<file path="src/source/i2cPkg.sv">
`default_nettype none

package i2cPkg;

    localparam int byteWidth = 8;
    localparam int phasesPerBit = 4;
    localparam int phaseBits = $clog2(phasesPerBit);
    // scl is high in the two middle phases, line sampled in the second one
    localparam logic [phaseBits-1:0] samplePhase = phaseBits'(2);
    localparam logic [phaseBits-1:0] lastPhase = phaseBits'(phasesPerBit - 1);

    // Host register map
    localparam int regAddrWidth = 3;
    localparam logic [regAddrWidth-1:0] regCtrl = 3'd0;
    localparam logic [regAddrWidth-1:0] regDevAddr = 3'd1;
    localparam logic [regAddrWidth-1:0] regPtr = 3'd2;
    localparam logic [regAddrWidth-1:0] regWrData = 3'd3;
    localparam logic [regAddrWidth-1:0] regStatus = 3'd4;
    localparam logic [regAddrWidth-1:0] regRdData = 3'd5;

    // Bit positions inside regCtrl and regStatus
    localparam int ctrlEnBit = 0;
    localparam int ctrlModeLsb = 1;
    localparam int statusBusyBit = 0;
    localparam int statusAckErrBit = 1;

    typedef enum logic [1:0] {
        modeIdle  = 2'd0,
        modeWrite = 2'd1,
        modeRead  = 2'd2
    } i2cMode_e;

    typedef enum logic [2:0] {
        opStart     = 3'd0,
        opRestart   = 3'd1,
        opStop      = 3'd2,
        opWriteByte = 3'd3,
        opReadByte  = 3'd4
    } busOp_e;

    typedef struct packed {
        busOp_e op;
        logic [byteWidth-1:0] data;
        logic ackOut;
    } busCmd_s;

    typedef struct packed {
        logic [6:0] devAddr;
        logic [byteWidth-1:0] regPtr;
        logic [byteWidth-1:0] wrData;
        logic launchRead;
    } i2cConfig_s;

    typedef struct packed {
        logic busy;
        logic ackError;
        logic [byteWidth-1:0] rdData;
    } i2cResult_s;

    // Shifted out as raw, built up field by field
    typedef union packed {
        logic [byteWidth-1:0] raw;
        struct packed {
            logic [6:0] devAddr;
            logic rnw;
        } fields;
    } addrByte_u;

endpackage

`default_nettype wire

</file>
<file path="src/source/i2cRegBlock.sv">
`timescale 1ns/10ps
`default_nettype none

module i2cRegBlock (
    input  wire logic FSM_Clk,
    input  wire logic reset,
    input  wire logic regWrEn,
    input  wire logic [i2cPkg::regAddrWidth-1:0] regAddr,
    input  wire logic [i2cPkg::byteWidth-1:0] regWrData,
    input  wire i2cPkg::i2cResult_s result,
    output logic [i2cPkg::byteWidth-1:0] regRdData,
    output i2cPkg::i2cConfig_s cfg,
    output logic launch
);

    logic ctrlEn;
    i2cPkg::i2cMode_e ctrlMode;
    i2cPkg::i2cMode_e lastMode;
    i2cPkg::i2cMode_e wrMode;
    logic [i2cPkg::byteWidth-1:0] devAddrReg;
    logic [i2cPkg::byteWidth-1:0] ptrReg;
    logic [i2cPkg::byteWidth-1:0] wrDataReg;
    logic [i2cPkg::byteWidth-1:0] rdDataReg;
    logic ackError;
    logic busyPrev;
    logic ctrlWrite;

    assign ctrlWrite = regWrEn && (regAddr == i2cPkg::regCtrl);
    assign wrMode = i2cPkg::i2cMode_e'(regWrData[i2cPkg::ctrlModeLsb +: 2]);

    always_ff @(posedge FSM_Clk) begin
        if (reset) begin
            ctrlEn <= 1'b0;
            ctrlMode <= i2cPkg::modeIdle;
            lastMode <= i2cPkg::modeIdle;
            devAddrReg <= '0;
            ptrReg <= '0;
            wrDataReg <= '0;
            rdDataReg <= '0;
            ackError <= 1'b0;
            busyPrev <= 1'b0;
            launch <= 1'b0;
        end else begin
            launch <= 1'b0;
            busyPrev <= result.busy;
            if (ctrlWrite) begin
                ctrlEn <= regWrData[i2cPkg::ctrlEnBit];
                ctrlMode <= wrMode;
                // Idle rearms the launch-on-change rule
                if (wrMode == i2cPkg::modeIdle) begin
                    lastMode <= i2cPkg::modeIdle;
                end else if (regWrData[i2cPkg::ctrlEnBit] && wrMode != lastMode &&
                             (wrMode == i2cPkg::modeWrite || wrMode == i2cPkg::modeRead) &&
                             !result.busy && !launch) begin
                    launch <= 1'b1;
                    lastMode <= wrMode;
                end
            end
            if (regWrEn && regAddr == i2cPkg::regDevAddr) begin
                devAddrReg <= regWrData;
            end
            if (regWrEn && regAddr == i2cPkg::regPtr) begin
                ptrReg <= regWrData;
            end
            if (regWrEn && regAddr == i2cPkg::regWrData) begin
                wrDataReg <= regWrData;
            end
            if (launch) begin
                ackError <= 1'b0;
            end else if (busyPrev && !result.busy) begin
                // End of transaction
                rdDataReg <= result.rdData;
                ackError <= ackError | result.ackError;
            end
        end
    end

    assign cfg = '{devAddr: devAddrReg[6:0], regPtr: ptrReg, wrData: wrDataReg,
                   launchRead: (ctrlMode == i2cPkg::modeRead)};

    always_comb begin
        regRdData = '0;
        case (regAddr)
            i2cPkg::regCtrl: begin
                regRdData[i2cPkg::ctrlEnBit] = ctrlEn;
                regRdData[i2cPkg::ctrlModeLsb +: 2] = ctrlMode;
            end
            i2cPkg::regDevAddr: regRdData = devAddrReg;
            i2cPkg::regPtr: regRdData = ptrReg;
            i2cPkg::regWrData: regRdData = wrDataReg;
            i2cPkg::regStatus: begin
                regRdData[i2cPkg::statusBusyBit] = result.busy;
                regRdData[i2cPkg::statusAckErrBit] = ackError;
            end
            i2cPkg::regRdData: regRdData = rdDataReg;
            default: regRdData = '0;
        endcase
    end

endmodule

`default_nettype wire

</file>
<file path="src/source/i2cBitEngine.sv">
`timescale 1ns/10ps
`default_nettype none

module i2cBitEngine (
    input  wire logic FSM_Clk,
    input  wire logic reset,
    input  wire i2cPkg::busCmd_s cmd,
    input  wire logic cmdIssue,
    input  wire logic sdaIn,
    output logic cmdDone,
    output logic ackIn,
    output logic [i2cPkg::byteWidth-1:0] rxByte,
    output logic scl,
    output logic sdaDriveLow
);

    logic active;
    logic [i2cPkg::phaseBits-1:0] phase;
    logic [3:0] bitCnt;
    i2cPkg::busOp_e opReg;
    logic ackOutReg;
    logic [i2cPkg::byteWidth-1:0] shiftReg;

    i2cPkg::busOp_e curOp;
    logic curMsb;
    logic curAckOut;
    logic ackSlot;
    logic sclHigh;
    logic nextScl;
    logic nextSdaLow;
    logic lastStep;
    logic byteSample;

    // First step of an operation runs on the issue edge
    always_comb begin
        curOp = active ? opReg : cmd.op;
        curMsb = active ? shiftReg[i2cPkg::byteWidth-1] : cmd.data[i2cPkg::byteWidth-1];
        curAckOut = active ? ackOutReg : cmd.ackOut;
        ackSlot = (bitCnt == 4'(i2cPkg::byteWidth));
        sclHigh = (phase != '0) && (phase != i2cPkg::lastPhase);
        nextScl = scl;
        nextSdaLow = sdaDriveLow;
        lastStep = 1'b0;
        case (curOp)
            i2cPkg::opStart: begin
                nextScl = (phase == '0);
                nextSdaLow = 1'b1;
                lastStep = (phase == 1);
            end
            i2cPkg::opStop: begin
                // sda rises while scl is high
                nextScl = (phase != '0);
                nextSdaLow = (phase != i2cPkg::samplePhase);
                lastStep = (phase == i2cPkg::samplePhase);
            end
            i2cPkg::opRestart: begin
                nextScl = sclHigh;
                nextSdaLow = (phase >= i2cPkg::samplePhase);
                lastStep = (phase == i2cPkg::lastPhase);
            end
            i2cPkg::opWriteByte, i2cPkg::opReadByte: begin
                nextScl = sclHigh;
                if (phase == '0) begin
                    if (ackSlot) begin
                        nextSdaLow = (curOp == i2cPkg::opReadByte) && !curAckOut;
                    end else begin
                        nextSdaLow = (curOp == i2cPkg::opWriteByte) && !curMsb;
                    end
                end
                lastStep = ackSlot && (phase == i2cPkg::lastPhase);
            end
            default: lastStep = 1'b1;
        endcase
    end

    always_ff @(posedge FSM_Clk) begin
        if (reset) begin
            active <= 1'b0;
            phase <= '0;
            bitCnt <= '0;
            cmdDone <= 1'b0;
            scl <= 1'b1;
            sdaDriveLow <= 1'b0;
        end else begin
            cmdDone <= 1'b0;
            if (active || cmdIssue) begin
                scl <= nextScl;
                sdaDriveLow <= nextSdaLow;
                if (lastStep) begin
                    active <= 1'b0;
                    phase <= '0;
                    bitCnt <= '0;
                    cmdDone <= 1'b1;
                end else begin
                    active <= 1'b1;
                    phase <= phase + 1'b1;
                    if (phase == i2cPkg::lastPhase) begin
                        bitCnt <= bitCnt + 1'b1;
                    end
                end
            end
        end
    end

    assign byteSample = active && (phase == i2cPkg::samplePhase) &&
                        (opReg == i2cPkg::opWriteByte || opReg == i2cPkg::opReadByte);

    // Data bits shift in MSB first, the ninth slot is the acknowledge
    always_ff @(posedge FSM_Clk) begin
        if (cmdIssue && !active) begin
            opReg <= cmd.op;
            ackOutReg <= cmd.ackOut;
            shiftReg <= cmd.data;
        end else if (byteSample) begin
            if (ackSlot) begin
                ackIn <= sdaIn;
            end else begin
                shiftReg <= {shiftReg[i2cPkg::byteWidth-2:0], sdaIn};
            end
        end
    end

    assign rxByte = shiftReg;

    // Only one operation may be outstanding
    assert property (@(posedge FSM_Clk) disable iff (reset) cmdIssue |-> !active);

endmodule

`default_nettype wire

</file>
<file path="src/source/i2cTransactionSeq.sv">
`timescale 1ns/10ps
`default_nettype none

module i2cTransactionSeq (
    input  wire logic FSM_Clk,
    input  wire logic reset,
    input  wire i2cPkg::i2cConfig_s cfg,
    input  wire logic launch,
    input  wire logic cmdDone,
    input  wire logic ackIn,
    input  wire logic [i2cPkg::byteWidth-1:0] rxByte,
    output i2cPkg::busCmd_s cmd,
    output logic cmdIssue,
    output i2cPkg::i2cResult_s result
);

    i2cPkg::i2cConfig_s cfgReg;
    i2cPkg::addrByte_u addrByte;
    logic [2:0] opIdx;
    logic busy;
    logic credit;
    logic pending;
    logic ackError;
    logic [i2cPkg::byteWidth-1:0] rdData;

    // Write list: start, addr+W, ptr, data, stop
    // Read list: start, addr+W, ptr, restart, addr+R, read, stop
    always_comb begin
        addrByte.fields.devAddr = cfgReg.devAddr;
        addrByte.fields.rnw = cfgReg.launchRead && (opIdx == 3'd4);
        cmd.op = i2cPkg::opStop;
        cmd.data = addrByte.raw;
        // NACK ends the single read byte
        cmd.ackOut = 1'b1;
        case (opIdx)
            3'd0: cmd.op = i2cPkg::opStart;
            3'd1: cmd.op = i2cPkg::opWriteByte;
            3'd2: begin
                cmd.op = i2cPkg::opWriteByte;
                cmd.data = cfgReg.regPtr;
            end
            3'd3: begin
                if (cfgReg.launchRead) begin
                    cmd.op = i2cPkg::opRestart;
                end else begin
                    cmd.op = i2cPkg::opWriteByte;
                    cmd.data = cfgReg.wrData;
                end
            end
            3'd4: begin
                if (cfgReg.launchRead) begin
                    cmd.op = i2cPkg::opWriteByte;
                end
            end
            3'd5: begin
                if (cfgReg.launchRead) begin
                    cmd.op = i2cPkg::opReadByte;
                end
            end
            default: cmd.op = i2cPkg::opStop;
        endcase
        // Slave NACK skips the rest of the list
        if (ackError) begin
            cmd.op = i2cPkg::opStop;
        end
    end

    assign cmdIssue = pending && credit;

    always_ff @(posedge FSM_Clk) begin
        if (reset) begin
            busy <= 1'b0;
            opIdx <= '0;
            credit <= 1'b1;
            pending <= 1'b0;
            ackError <= 1'b0;
            rdData <= '0;
        end else begin
            if (cmdIssue) begin
                credit <= 1'b0;
                pending <= 1'b0;
            end
            if (launch && !busy) begin
                busy <= 1'b1;
                opIdx <= '0;
                ackError <= 1'b0;
                pending <= 1'b1;
            end else if (cmdDone) begin
                credit <= 1'b1;
                if (cmd.op == i2cPkg::opStop) begin
                    busy <= 1'b0;
                end else begin
                    if (cmd.op == i2cPkg::opWriteByte && ackIn) begin
                        ackError <= 1'b1;
                    end
                    if (cmd.op == i2cPkg::opReadByte) begin
                        rdData <= rxByte;
                    end
                    opIdx <= opIdx + 1'b1;
                    pending <= 1'b1;
                end
            end
        end
    end

    always_ff @(posedge FSM_Clk) begin
        if (launch && !busy) begin
            cfgReg <= cfg;
        end
    end

    assign result = '{busy: busy, ackError: ackError, rdData: rdData};

    // Host side must wait for busy to fall
    assert property (@(posedge FSM_Clk) disable iff (reset) launch |-> !busy);
    // Credit comes back only after it was spent
    assert property (@(posedge FSM_Clk) disable iff (reset) cmdDone |-> !credit);

endmodule

`default_nettype wire

</file>
<file path="src/source/i2cSensorBridge.sv">
`timescale 1ns/10ps
`default_nettype none

module i2cSensorBridge (
    input  wire logic FSM_Clk,
    input  wire logic reset,
    input  wire logic regWrEn,
    input  wire logic [i2cPkg::regAddrWidth-1:0] regAddr,
    input  wire logic [i2cPkg::byteWidth-1:0] regWrData,
    input  wire logic sdaIn,
    output logic [i2cPkg::byteWidth-1:0] regRdData,
    output logic scl,
    output logic sdaDriveLow
);

    i2cPkg::i2cConfig_s cfg;
    i2cPkg::i2cResult_s result;
    i2cPkg::busCmd_s cmd;
    logic launch;
    logic cmdIssue;
    logic cmdDone;
    logic ackIn;
    logic [i2cPkg::byteWidth-1:0] rxByte;

    i2cRegBlock regBlock_i (
        .FSM_Clk(FSM_Clk),
        .reset(reset),
        .regWrEn(regWrEn),
        .regAddr(regAddr),
        .regWrData(regWrData),
        .result(result),
        .regRdData(regRdData),
        .cfg(cfg),
        .launch(launch)
    );

    i2cTransactionSeq seq_i (
        .FSM_Clk(FSM_Clk),
        .reset(reset),
        .cfg(cfg),
        .launch(launch),
        .cmdDone(cmdDone),
        .ackIn(ackIn),
        .rxByte(rxByte),
        .cmd(cmd),
        .cmdIssue(cmdIssue),
        .result(result)
    );

    i2cBitEngine bitEngine_i (
        .FSM_Clk(FSM_Clk),
        .reset(reset),
        .cmd(cmd),
        .cmdIssue(cmdIssue),
        .sdaIn(sdaIn),
        .cmdDone(cmdDone),
        .ackIn(ackIn),
        .rxByte(rxByte),
        .scl(scl),
        .sdaDriveLow(sdaDriveLow)
    );

endmodule

`default_nettype wire

</file>
<file path="config.mk">
export PLATFORM = sky130hd
export DESIGN_NAME = i2cSensorBridge
export DESIGN_NICKNAME = d
export VERILOG_FILES = /design/src/source/i2cPkg.sv /design/src/source/i2cRegBlock.sv /design/src/source/i2cBitEngine.sv /design/src/source/i2cTransactionSeq.sv /design/src/source/i2cSensorBridge.sv
export SDC_FILE = /design/constraint.sdc
export NUM_CORES = 1
export LEC_CHECK = 0
export BUFFER_PORTS_ARGS = -buffer_cell sky130_fd_sc_hd__buf_2
export CORE_ASPECT_RATIO = 1.75
export CORE_MARGIN = 2
export CORE_UTILIZATION = 50
export CTS_CLUSTER_DIAMETER = 60
export CTS_CLUSTER_SIZE = 24
export DETAILED_ROUTE_END_ITERATION = 10
export GPL_TIMING_DRIVEN = 0
export PLACE_DENSITY = 0.68
export SKIP_LAST_GASP = 1
export SYNTH_ARGS = -nofsm -noshare
export SYNTH_HDL_FRONTEND = slang
export SYNTH_HIERARCHICAL = 1
export SYNTH_SLANG_ARGS = --single-unit
</file>
<file path="constraint.sdc">
create_clock -name FSM_Clk -period 7.7 [get_ports FSM_Clk]
set_input_delay 1.54 -clock FSM_Clk [delete_from_list [all_inputs] [get_ports FSM_Clk]]
set_output_delay 1.54 -clock FSM_Clk [all_outputs]
set_load 0.02 [all_outputs]
</file>
==> out/qor.yml, run 1 <==
run_status:
  status: "finished, final reports clean"
routing:
  wire_per_inst_um: 16.6
  vias_per_cell: 5.55
  first_pass_iters: 4
  routed_wl_um: 10300
  num_vias: 3436
  drcViolationCount: 0
  antenna_left: 0
  drt_iter0_drc: 231
final_layout:
  drive_gt1_share_pct: 17.9
  final_cell_mix: "dfxtp_1, nand2_1, mux2i_1"
  final_cell_area_um2: 5500
  area_growth_pct: 11.9
  final_common_cell: "dfxtp_1"
  layout.area.seq_um2: 2410
  multi_input_area_um2: 2230
  fin_cells: 619
  n_fill_cell: 840
  num-nets-final: 519
  n_antenna_cell: 0
  final_util_pct: 57.7
synthesis:
  yosys.cell_types.count: 73
  synth_ff_type: "dfxtp_1"
  seq_area_frac_synth_pct: 49.1
  synthArstFlopShare_pct: 0
  synth_edf_count: 37
  synthTopCellsByArea: "dfxtp_1, edfxtp_1, mux2i_1, nand2_1, nor2_1"
  synth_area_per_cell_um2: 10.7
  syn-num-nets: 486
  synthesis.area_um2: 4920
  synth_top_area_share_pct: 26.5
  yosys_warnings: 6
  synth_cells: 459
  synth_top_cell_by_area: "dfxtp_1"
  ys_ff_latch: 102
floorplan:
  die-area_um2: 10700
  die_w_um: 79.0
  core-area_um2: 9530
  num_rows: 47
  num_io_pins: 25
  initial_core_util_pct: 51.6
  die_h_um: 135
clock_network:
  cts.path.max_buffers: 2
  h-tree-depth: 3
  tritoncts.num_buffers: 9
  clock_sinks: 102
  cts_resized: 0
  root_buffer: "clkbuf_16"
  post_cts_buffers: 0
  hold_buffers: 0
  clkTransAtPathRegs_ns: 0.07
  cts_tree: "built"
  clk_latency_ns: 0.34
critical_path:
  crit_slowest_cell: "nor2b_1"
  startpoint_type: "input port"
  path_buf_inv: 3
  startpoint: "regAddr[1]"
  endpoint_kind: "output pin"
  worst_path_most_repeated_cell: "buf_2"
  critPathMaxFanout: 10
  crit_required_ns: 6.16
  r2r_start: "seq_i/opIdx[2]$_SDFFE_PP0P_"
  worst_path_largest_cell_delay_ns: 0.40
  worstPathCellList: "buf_6 -> buf_2 -> nor2b_1 -> and2_1 -> o2bb2ai_1 -> buf_2"
  path_class: "in2out"
  cp_top_family: "simple AND/OR/NAND/NOR gates"
  worstPathArrival_ns: 2.91
global_routing:
  grt_antenna_before_repair: 0
  first_global_vias: 3531
  grt_pass1_wl_um: 16700
  grt_start_max_net_pins: 23
  track_usage_pct: 20.4
  grt-ovfl-total: 0
sta:
  finalSetupViolCount: 0
  grt_setup_unrepaired: "no"
  drv_slew: 0
  relSlewSlack_pct: 53.5
  whs_ns: 0.464
  final-hold-violation-count: 0
  finalSetupTns_ns: 0
  setup_slack_ns: 3.25
  finalCritPeriodShare_pct: 57.8
  fin_skew_ns: 0.00577
  final.min_clock_period_ns: 4.45
  worst_slew_pin_slew_ns: 0.698
  clock.fmax_mhz: 225
placement:
  post-place-ws_ns: 3.28
  gp_congestion: 0.877
  dp_hpwl_um: 7800
  placed_cell_area_um2: 5190
  port_buffers: 21
  place_inst: 603
power:
  power.density_nw_per_um2: 194
  leakage_nw: 2.05
  irDropWorstVdd_uv: 129
  total_power_mw: 1.07
run:
  cap_violations: 0
worst_hold_path:
  holdCritStartpoint: "regBlock_i/wrDataReg[1]$_SDFFE_PP0P_"
  hp-class: "reg2reg"
-- synth_stat cells (6+ instances only) --
master / number
mux2i_1: 44
a21oi_1: 21
buf_2: 8
o21ai_0: 6
a22oi_1: 8
mux2_1: 11
nor2_1: 42
nand3_1: 10
mux2_2: 8
edfxtp_1: 37
clkbuf_1: 8
dfxtp_1: 65
o2bb2ai_1: 6
ha_1: 12
inv_1: 20
buf_4: 12
nand2_1: 44
nor2b_1: 6
-- power breakdown --
group          total, mW  leakage [nW]  internal [mW]  switching, mW
Clock              0.462         0.146          0.256          0.206
Combinational     0.0447          1.05         0.0177         0.0271
Sequential         0.563         0.853          0.559        0.00330
-- flip-flops by register name, summed over array words and instances (netlist names), 2 cells and up --
name / count
seq_i/cfgReg: 17
bitEngine_i/rxByte: 8
regBlock_i/devAddrReg: 8
regBlock_i/ptrReg: 8
regBlock_i/rdDataReg: 8
regBlock_i/wrDataReg: 8
seq_i/rdData: 8
seq_i/addrByte: 7
bitEngine_i/bitCnt: 4
bitEngine_i/opReg: 3
seq_i/opIdx: 3
bitEngine_i/phase: 2
regBlock_i/ctrlMode: 2
regBlock_i/lastMode: 2
-- layer usage --
metal	routed length [µm]	track usage (%)	up-vias
met2	5790	38.6	52
met4	186	7.76	0
met5	0	0	-
met3	203	4.07	15
met1	4090	21.6	1654
li1	-	-	1715
-- cells by family (layout without fill, tap and decap cells) --
| logic type | Yosys count | after routing | synth area share [%] |
|---|---|---|---|
| and+or+nand+nor | 143 | 143 | 15.0 |
| DFF | 102 | 102 | 49.1 |
| AOI/OAI and AO/OA | 75 | 75 | 11.0 |
| muxes | 69 | 69 | 15.5 |
| buffers and inverters | 54 | 92 | 5.72 |
| adders and majority gates | 12 | 12 | 3.05 |
| xor gates and xnor gates | 3 | 3 | 0.534 |
| other | 1 | 1 | 0.0763 |
-- layout make-up --
type                    instances  area share (%)
multi-input cells             303            40.5
well taps                     122            2.77
inverters                      21            1.43
clock inverters                 7            1.52
flip-flops and latches        102            43.8
clock buffers                   9            4.09
repair buffers                 22            2.18
plain buffers                  33            3.68
-- final timing paths --
path | endpoint | slack [ns] | cells past startpoint
worst max register to register | bitEngine_i/bitCnt[3]$_SDFFE_PP0P_ | 4.39 | 13
worst min register to register | seq_i/cfgReg[2]$_DFFE_PP_ | 0.46 | 0
worst max-delay path | regRdData[3] | 3.25 | 6
worst min-delay path | seq_i/cfgReg[2]$_DFFE_PP_ | 0.46 | 0
No activity file was read; power rests on OpenSTA's default activity.
==> run 2: changes to the inputs <==
clock period = 4.1 ns   (was 7.7 ns; I/O delays follow)
==> out/qor.yml, run 2 (synthesis results as in run 1) <==
routing:
  wire_per_inst_um: 16.6  # about the same
  num_vias: 3415  # -0.61%
  antenna_left: 0  # unchanged
  routed_wl_um: 10300  # about the same
  drcViolationCount: 0  # unchanged
  vias_per_cell: 5.52  # -0.61%
  first_pass_iters: 4  # unchanged
  drt_iter0_drc: 231  # unchanged
sta:
  drv_slew: 0  # unchanged
  final.min_clock_period_ns: 3.32
  final-hold-violation-count: 0  # unchanged
  whs_ns: 0.461  # -0.00291 ns
  fin_skew_ns: 0.00616  # +0.000386 ns
  worst_slew_pin_slew_ns: 0.694  # -0.00358 ns
  clock.fmax_mhz: 301
  grt_setup_unrepaired: "no"
  relSlewSlack_pct: 53.7  # +0.24 points
  finalSetupTns_ns: 0  # unchanged
  finalCritPeriodShare_pct: 81.0
  finalSetupViolCount: 0  # unchanged
worst_hold_path:
  hold_path_depth: 0  # unchanged
  hp-class: "reg2reg"
placement:
  gp_congestion: 0.877  # unchanged
  port_buffers: 21  # unchanged
  dp_hpwl_um: 7800  # unchanged
  placed_cell_area_um2: 5190  # unchanged
power:
  total_power_mw: 2.01  # +88%
  power.density_nw_per_um2: 365  # +88%
  p_sw_share_pct: 22.1  # about the same
  internal_power_mw: 1.56  # +88%
  clock_power_share_pct: 43.2  # about the same
  p_sw_mw: 0.445  # +88%
  power_frac_seq_pct: 52.6  # about the same
  power_frac_comb_pct: 4.2  # about the same
  leakage_nw: 2.05  # unchanged
  irDropWorstVdd_uv: 242  # +87%
clock_network:
  h-tree-depth: 3  # unchanged
  hold_buffers: 0  # unchanged
  cts_tree: "built"
  clkTransAtPathRegs_ns: 0.07  # about the same
  clock_sinks: 102  # unchanged
  clk_latency_ns: 0.34  # about the same
  cts.path.max_buffers: 2  # unchanged
  cts_resized: 0  # unchanged
  post_cts_buffers: 0  # unchanged
  tritoncts.num_buffers: 9  # unchanged
  root_buffer: "clkbuf_16"
global_routing:
  grt_antenna_before_repair: 0  # unchanged
  grt_pass1_wl_um: 16700  # unchanged
  grt_start_max_net_pins: 23  # unchanged
  first_global_vias: 3531  # unchanged
  grt-ovfl-total: 0  # unchanged
  track_usage_pct: 20.4  # unchanged
floorplan:
  core-area_um2: 9530  # unchanged
  die-area_um2: 10700  # unchanged
  die_h_um: 135  # unchanged
  initial_core_util_pct: 51.6  # unchanged
  num_rows: 47  # unchanged
  num_io_pins: 25  # unchanged
  die_w_um: 79.0  # unchanged
final_layout:
  final_cell_area_um2: 5500  # unchanged
  area_growth_pct: 11.9  # unchanged
  largest_reg_flops: 17  # unchanged
  drive_gt1_share_pct: 17.9  # unchanged
  num-nets-final: 519  # unchanged
  regMostFlops: "seq_i/cfgReg"
  final_cell_mix: "dfxtp_1, nand2_1, mux2i_1"
  final_common_cell: "dfxtp_1"
  final_util_pct: 57.7  # unchanged
  n_antenna_cell: 0  # unchanged
critical_path:
  worstPathArrival_ns: 3.55  # +0.64 ns
  critPathMaxFanout: 9  # -1
  ff2ff_path_depth: 13  # unchanged
  startpoint_type: "flop"
  endpoint_kind: "flop"
  crit_required_ns: 4.33  # -1.83 ns
  path_class: "reg2reg"
run:
  cap_violations: 0  # unchanged
run_status:
  status: "finished, final reports clean"
-- run 2: cell counts in the layout (fill, tap and decap cells not counted) --
Identical to the previous run, type by type.
-- run 2: worst max-delay path: stages, from the launching register on --
cell,delay (ns)
dfxtp_1,0.30
buf_2,0.19
inv_1,0.08
ha_1,0.20
clkbuf_2,0.17
nor2b_2,0.24
nor4_1,0.23
a31oi_1,0.09
or2_2,0.36
mux2_2,0.34
nor4b_1,0.31
o21a_2,0.27
nor3_1,0.09
a221o_1,0.33
-- run 2: routing by layer --
metal / GRT usage (%) / wire length [µm] / vias to the layer above
li1: - / - / 1713
met2: 38.6 / 5750 / 46
met5: 0 / 0 / -
met1: 21.6 / 4130 / 1641
met3: 4.07 / 208 / 15
met4: 7.76 / 181 / 0
-- run 2: worst paths after layout --
| kind | from | end | slack (ns) |
|---|---|---|---|
| worst max-delay path | seq_i/opIdx[2]$_SDFFE_PP0P_ | bitEngine_i/bitCnt[3]$_SDFFE_PP0P_ | 0.78 |
| worst min-delay path | regBlock_i/wrDataReg[1]$_SDFFE_PP0P_ | seq_i/cfgReg[2]$_DFFE_PP_ | 0.46 |
| worst max register to register | seq_i/opIdx[2]$_SDFFE_PP0P_ | bitEngine_i/bitCnt[3]$_SDFFE_PP0P_ | 0.78 |
| worst min register to register | regBlock_i/wrDataReg[1]$_SDFFE_PP0P_ | seq_i/cfgReg[2]$_DFFE_PP_ | 0.46 |
-- run 2: final cells by class --
| class | instances | area, µm² |
|---|---|---|
| plain buffers | 33 | 203 |
| clock buffers | 9 | 225 |
| clock inverters | 7 | 83.8 |
| fillers | 840 | 4030 |
| inverters | 21 | 78.8 |
| multi-input cells | 303 | 2230 |
| flip-flops and latches | 102 | 2410 |
| well taps | 122 | 153 |
| repair buffers | 22 | 120 |
-- run 2: per-stage QoR --
step	setup WS, ns	std cells
floorplan	1.24	459
global placement	0.927	602
detailed placement	0.810	603
CTS	0.785	619
global route	0.622	619
finish	0.779	619
-- run 2: power by group through the flow --
stage	sequential, mW	clock (mW)	combinational [mW]
floorplan	1.08	0	0.0567
global placement	1.08	0	0.0819
detailed placement	1.08	0	0.0841
CTS	1.06	0.885	0.0845
global route	1.06	0.928	0.0924
finish	1.06	0.868	0.0839
==> run 3: changes to the inputs <==
ABC_AREA = 1   (was not set)
clock period = 3.1 ns   (was 4.1 ns; I/O delays follow)
==> out/qor.yml, run 3 <==
routing:
  first_pass_iters: 4  # unchanged
  num_vias: 4040  # +18%
  wire_per_inst_um: 14.4  # -13%
  drcViolationCount: 0  # unchanged
  vias_per_cell: 5.17  # -6.4%
  antenna_left: 0  # unchanged
  routed_wl_um: 11300  # +9.8%
  drt_iter0_drc: 222  # -3.9%
final_layout:
  n_antenna_cell: 0  # unchanged
  drive_gt1_share_pct: 16.1  # -1.8 points
  n_fill_cell: 925  # +10%
  largest_reg_flops: 17  # unchanged
  final_cell_mix: "nand2_1, inv_1, nor2_1"
  regMostFlops: "seq_i/cfgReg"
  final_util_pct: 57.2  # -0.57 points
  final_common_cell: "nand2_1"
  num-nets-final: 679  # +31%
  area_growth_pct: 11.3
sta:
  drv_slew: 0  # unchanged
  grt_setup_unrepaired: "no"
  worst_slew_pin_slew_ns: 1.20  # +0.501 ns
  final.min_clock_period_ns: 2.57  # -0.755 ns
  clock.fmax_mhz: 390  # +29%
  fin_skew_ns: 0.00762  # +0.00147 ns
  final-hold-violation-count: 0  # unchanged
  relSlewSlack_pct: 19.5  # -34 points
  finalSetupViolCount: 0  # unchanged
  finalCritPeriodShare_pct: 82.8  # +1.8 points
  setup_slack_ns: 0.534  # -0.245 ns
  finalSetupTns_ns: 0  # unchanged
synthesis:
  synth_edf_count: 37  # unchanged
  synth.most_common_cell: "nand2_1"
  synthArstFlopShare_pct: 0  # unchanged
  yosys.cell_types.count: 40  # -45%
  yosys_warnings: 6  # unchanged
  ys_top_cells_by_count: "nand2_1, inv_1, nor2_1"
  synth_ff_type: "dfxtp_1"
  synth_top_cell_by_area: "dfxtp_1"
  synth_top_area_share_pct: 25.7  # -0.75 points
  ys_ff_latch: 102  # unchanged
  syn-num-nets: 645  # +33%
  seq_area_frac_synth_pct: 47.7  # -1.4 points
  synthTopCellsByArea: "dfxtp_1, edfxtp_1, nand2_1, inv_1, nor2_1"
  synth_cells: 618  # +35%
  synth_area_per_cell_um2: 8.19  # -24%
  synthesis.area_um2: 5060  # +2.9%
power:
  leakage_nw: 2.40  # +17%
  power.density_nw_per_um2: 470  # +29%
  total_power_mw: 2.65  # +32%
  irDropWorstVdd_uv: 313  # +29%
floorplan:
  num_io_pins: 25  # unchanged
  die-area_um2: 11000  # +2.8%
  die_h_um: 137  # +1.4%
  initial_core_util_pct: 51.4  # -0.23 points
  core-area_um2: 9850  # +3.4%
  num_rows: 48  # +2.1%
  die_w_um: 80.1  # +1.4%
global_routing:
  first_global_vias: 3960  # +12%
  grt-ovfl-total: 0  # unchanged
  track_usage_pct: 21.8  # +1.5 points
  grt_pass1_wl_um: 18400  # +9.8%
  grt_antenna_before_repair: 0  # unchanged
  grt_start_max_net_pins: 26  # +13%
clock_network:
  cts_resized: 0  # unchanged
  cts_tree: "built"
  hold_buffers: 0  # unchanged
  root_buffer: "clkbuf_16"
  post_cts_buffers: 0  # unchanged
  clock_sinks: 102  # unchanged
  clk_latency_ns: 0.34  # about the same
  tritoncts.num_buffers: 9  # unchanged
  cts.path.max_buffers: 2  # unchanged
  h-tree-depth: 3  # unchanged
  clkTransAtPathRegs_ns: 0.07  # about the same
critical_path:
  crit_required_ns: 3.33  # -1.00 ns
  worstPathCellList: "ha_1 -> ha_1 -> inv_2 -> nand3_1 -> nand2_1 -> inv_1 -> nand2_1 -> inv_1 -> nand2_1 -> nand2_2 -> nand2_4 -> nand2_4 -> nand2_4 -> nor2_8 -> nand3_4 -> nand2_2 -> nand2_1 -> nand2_1 -> nor2_2"
  crit_cells: 19  # +6
  ff2ff_setup_slack_ns: 0.53  # -0.24 ns
  worst_path_largest_cell_delay_ns: 0.38  # +0.02 ns
  path_class: "reg2reg"
  rr_endpoint: "bitEngine_i/bitCnt[1]$_SDFFE_PP0P_"
  r2r_start: "seq_i/opIdx[1]$_SDFFE_PP0P_"
  worstPathArrival_ns: 2.79  # -0.76 ns
  critPathMaxFanout: 10  # +1
  path_buf_inv: 3  # unchanged
  crit_slowest_cell: "dfxtp_1"
  worst_path_most_repeated_cell: "nand2_1"
  ff2ff_path_depth: 19  # +6
  endpoint_kind: "flop"
  cp_top_family: "simple AND/OR/NAND/NOR gates"
  startpoint_type: "flop"
placement:
  post-place-ws_ns: 0.530  # -0.280 ns
  dp_hpwl_um: 8860  # +14%
  gp_congestion: 0.871  # -0.62%
  port_buffers: 23  # +9.5%
worst_hold_path:
  hp-class: "reg2reg"
  hold_path_depth: 0  # unchanged
  hold_end: "seq_i/cfgReg[4]$_DFFE_PP_"
  holdCritStartpoint: "regBlock_i/wrDataReg[3]$_SDFFE_PP0P_"
run:
  cap_violations: 0  # unchanged
run_status:
  status: "finished, final reports clean"
run 3: changes by cell type in the layout (fill, tap and decap cells not counted), sizes merged, moves of 6 or more:
cell,previous run,this run
nand2,44,150
inv,21,81
mux2i,46,0
o21ai,9,49
nor2,42,79
nand3,11,46
mux2,20,0
a21oi,21,40
o211ai,1,12
nor2b,7,0
buf,46,40
o2bb2ai,6,0
run 3: worst max path at each step:
stage,startpoint,to,slack (ns)
finish,seq_i/opIdx[1]$_SDFFE_PP0P_,bitEngine_i/bitCnt[1]$_SDFFE_PP0P_,0.53
detailed placement,seq_i/opIdx[0]$_SDFFE_PP0P_,bitEngine_i/bitCnt[1]$_SDFFE_PP0P_,0.53
floorplan,seq_i/opIdx[0]$_SDFFE_PP0P_,bitEngine_i/bitCnt[1]$_SDFFE_PP0P_,0.96
CTS,seq_i/opIdx[0]$_SDFFE_PP0P_,bitEngine_i/cmdDone$_SDFF_PP0_,0.50
global route,seq_i/opIdx[1]$_SDFFE_PP0P_,bitEngine_i/cmdDone$_SDFF_PP0_,0.33
global placement,seq_i/opIdx[0]$_SDFFE_PP0P_,bitEngine_i/cmdDone$_SDFF_PP0_,0.61
run 3: worst register-to-register path, stage by stage, from the launching register on:
cell     delay (ns)
dfxtp_1        0.38
ha_1           0.19
ha_1           0.35
inv_2          0.18
nand3_1        0.12
nand2_1        0.11
inv_1          0.08
nand2_1        0.12
inv_1          0.08
nand2_1        0.06
nand2_2        0.09
nand2_4        0.07
nand2_4        0.07
nand2_4        0.07
nor2_8         0.13
nand3_4        0.12
nand2_2        0.08
nand2_1        0.05
nand2_1        0.07
nor2_2         0.03
run 3: power by group:
group	leakage, nW	switching, mW	internal, mW
Combinational	1.36	0.0775	0.0371
Clock	0.143	0.497	0.633
Sequential	0.897	0.00925	1.39
Total	2.40	0.584	2.06
run 3: cells by family (layout without fill, tap and decap cells):
logic type / Yosys count / in the layout / synth area share, %
simple gates: 286 / 286 / 27.0
flops: 102 / 102 / 47.7
other cells: 1 / 1 / 0.0741
compound gates: 111 / 111 / 12.6
buf+inv: 104 / 143 / 9.32
xor+xnor: 2 / 2 / 0.346
fa+ha+maj: 12 / 12 / 2.97
run 3: stage by stage:
step	area [µm²]	cells	hold slack, ns
after floorplan	5060	618	0.408
after global placement	5330	766	0.416
after detailed placement	5330	766	0.419
after CTS	5630	782	0.436
after global routing	5630	782	0.447
final	5630	782	0.434
run 3: area by class of cell:
cell class,instances,area [µm²],area share [%]
buffer,21,150,2.67
timing repair buffer,23,115,2.04
clock buffer,10,229,4.07
sequential,102,2410,42.8
multi-input combinational,412,2180,38.7
tap,125,156,2.78
clock inverter,6,70.1,1.24
inverter,83,322,5.71
run 3: metal layers:
metal  part of all wire (%)  vias to the layer above  track usage (%)  routed length, µm
met3                    2.7                       25             2.90                306
met4                    2.5                        0             8.85                280
met5                      0                        -                0                  0
li1                       -                     2078                -                  -
met2                     56                       82             43.0               6370
met1                     38                     1855             22.4               4330
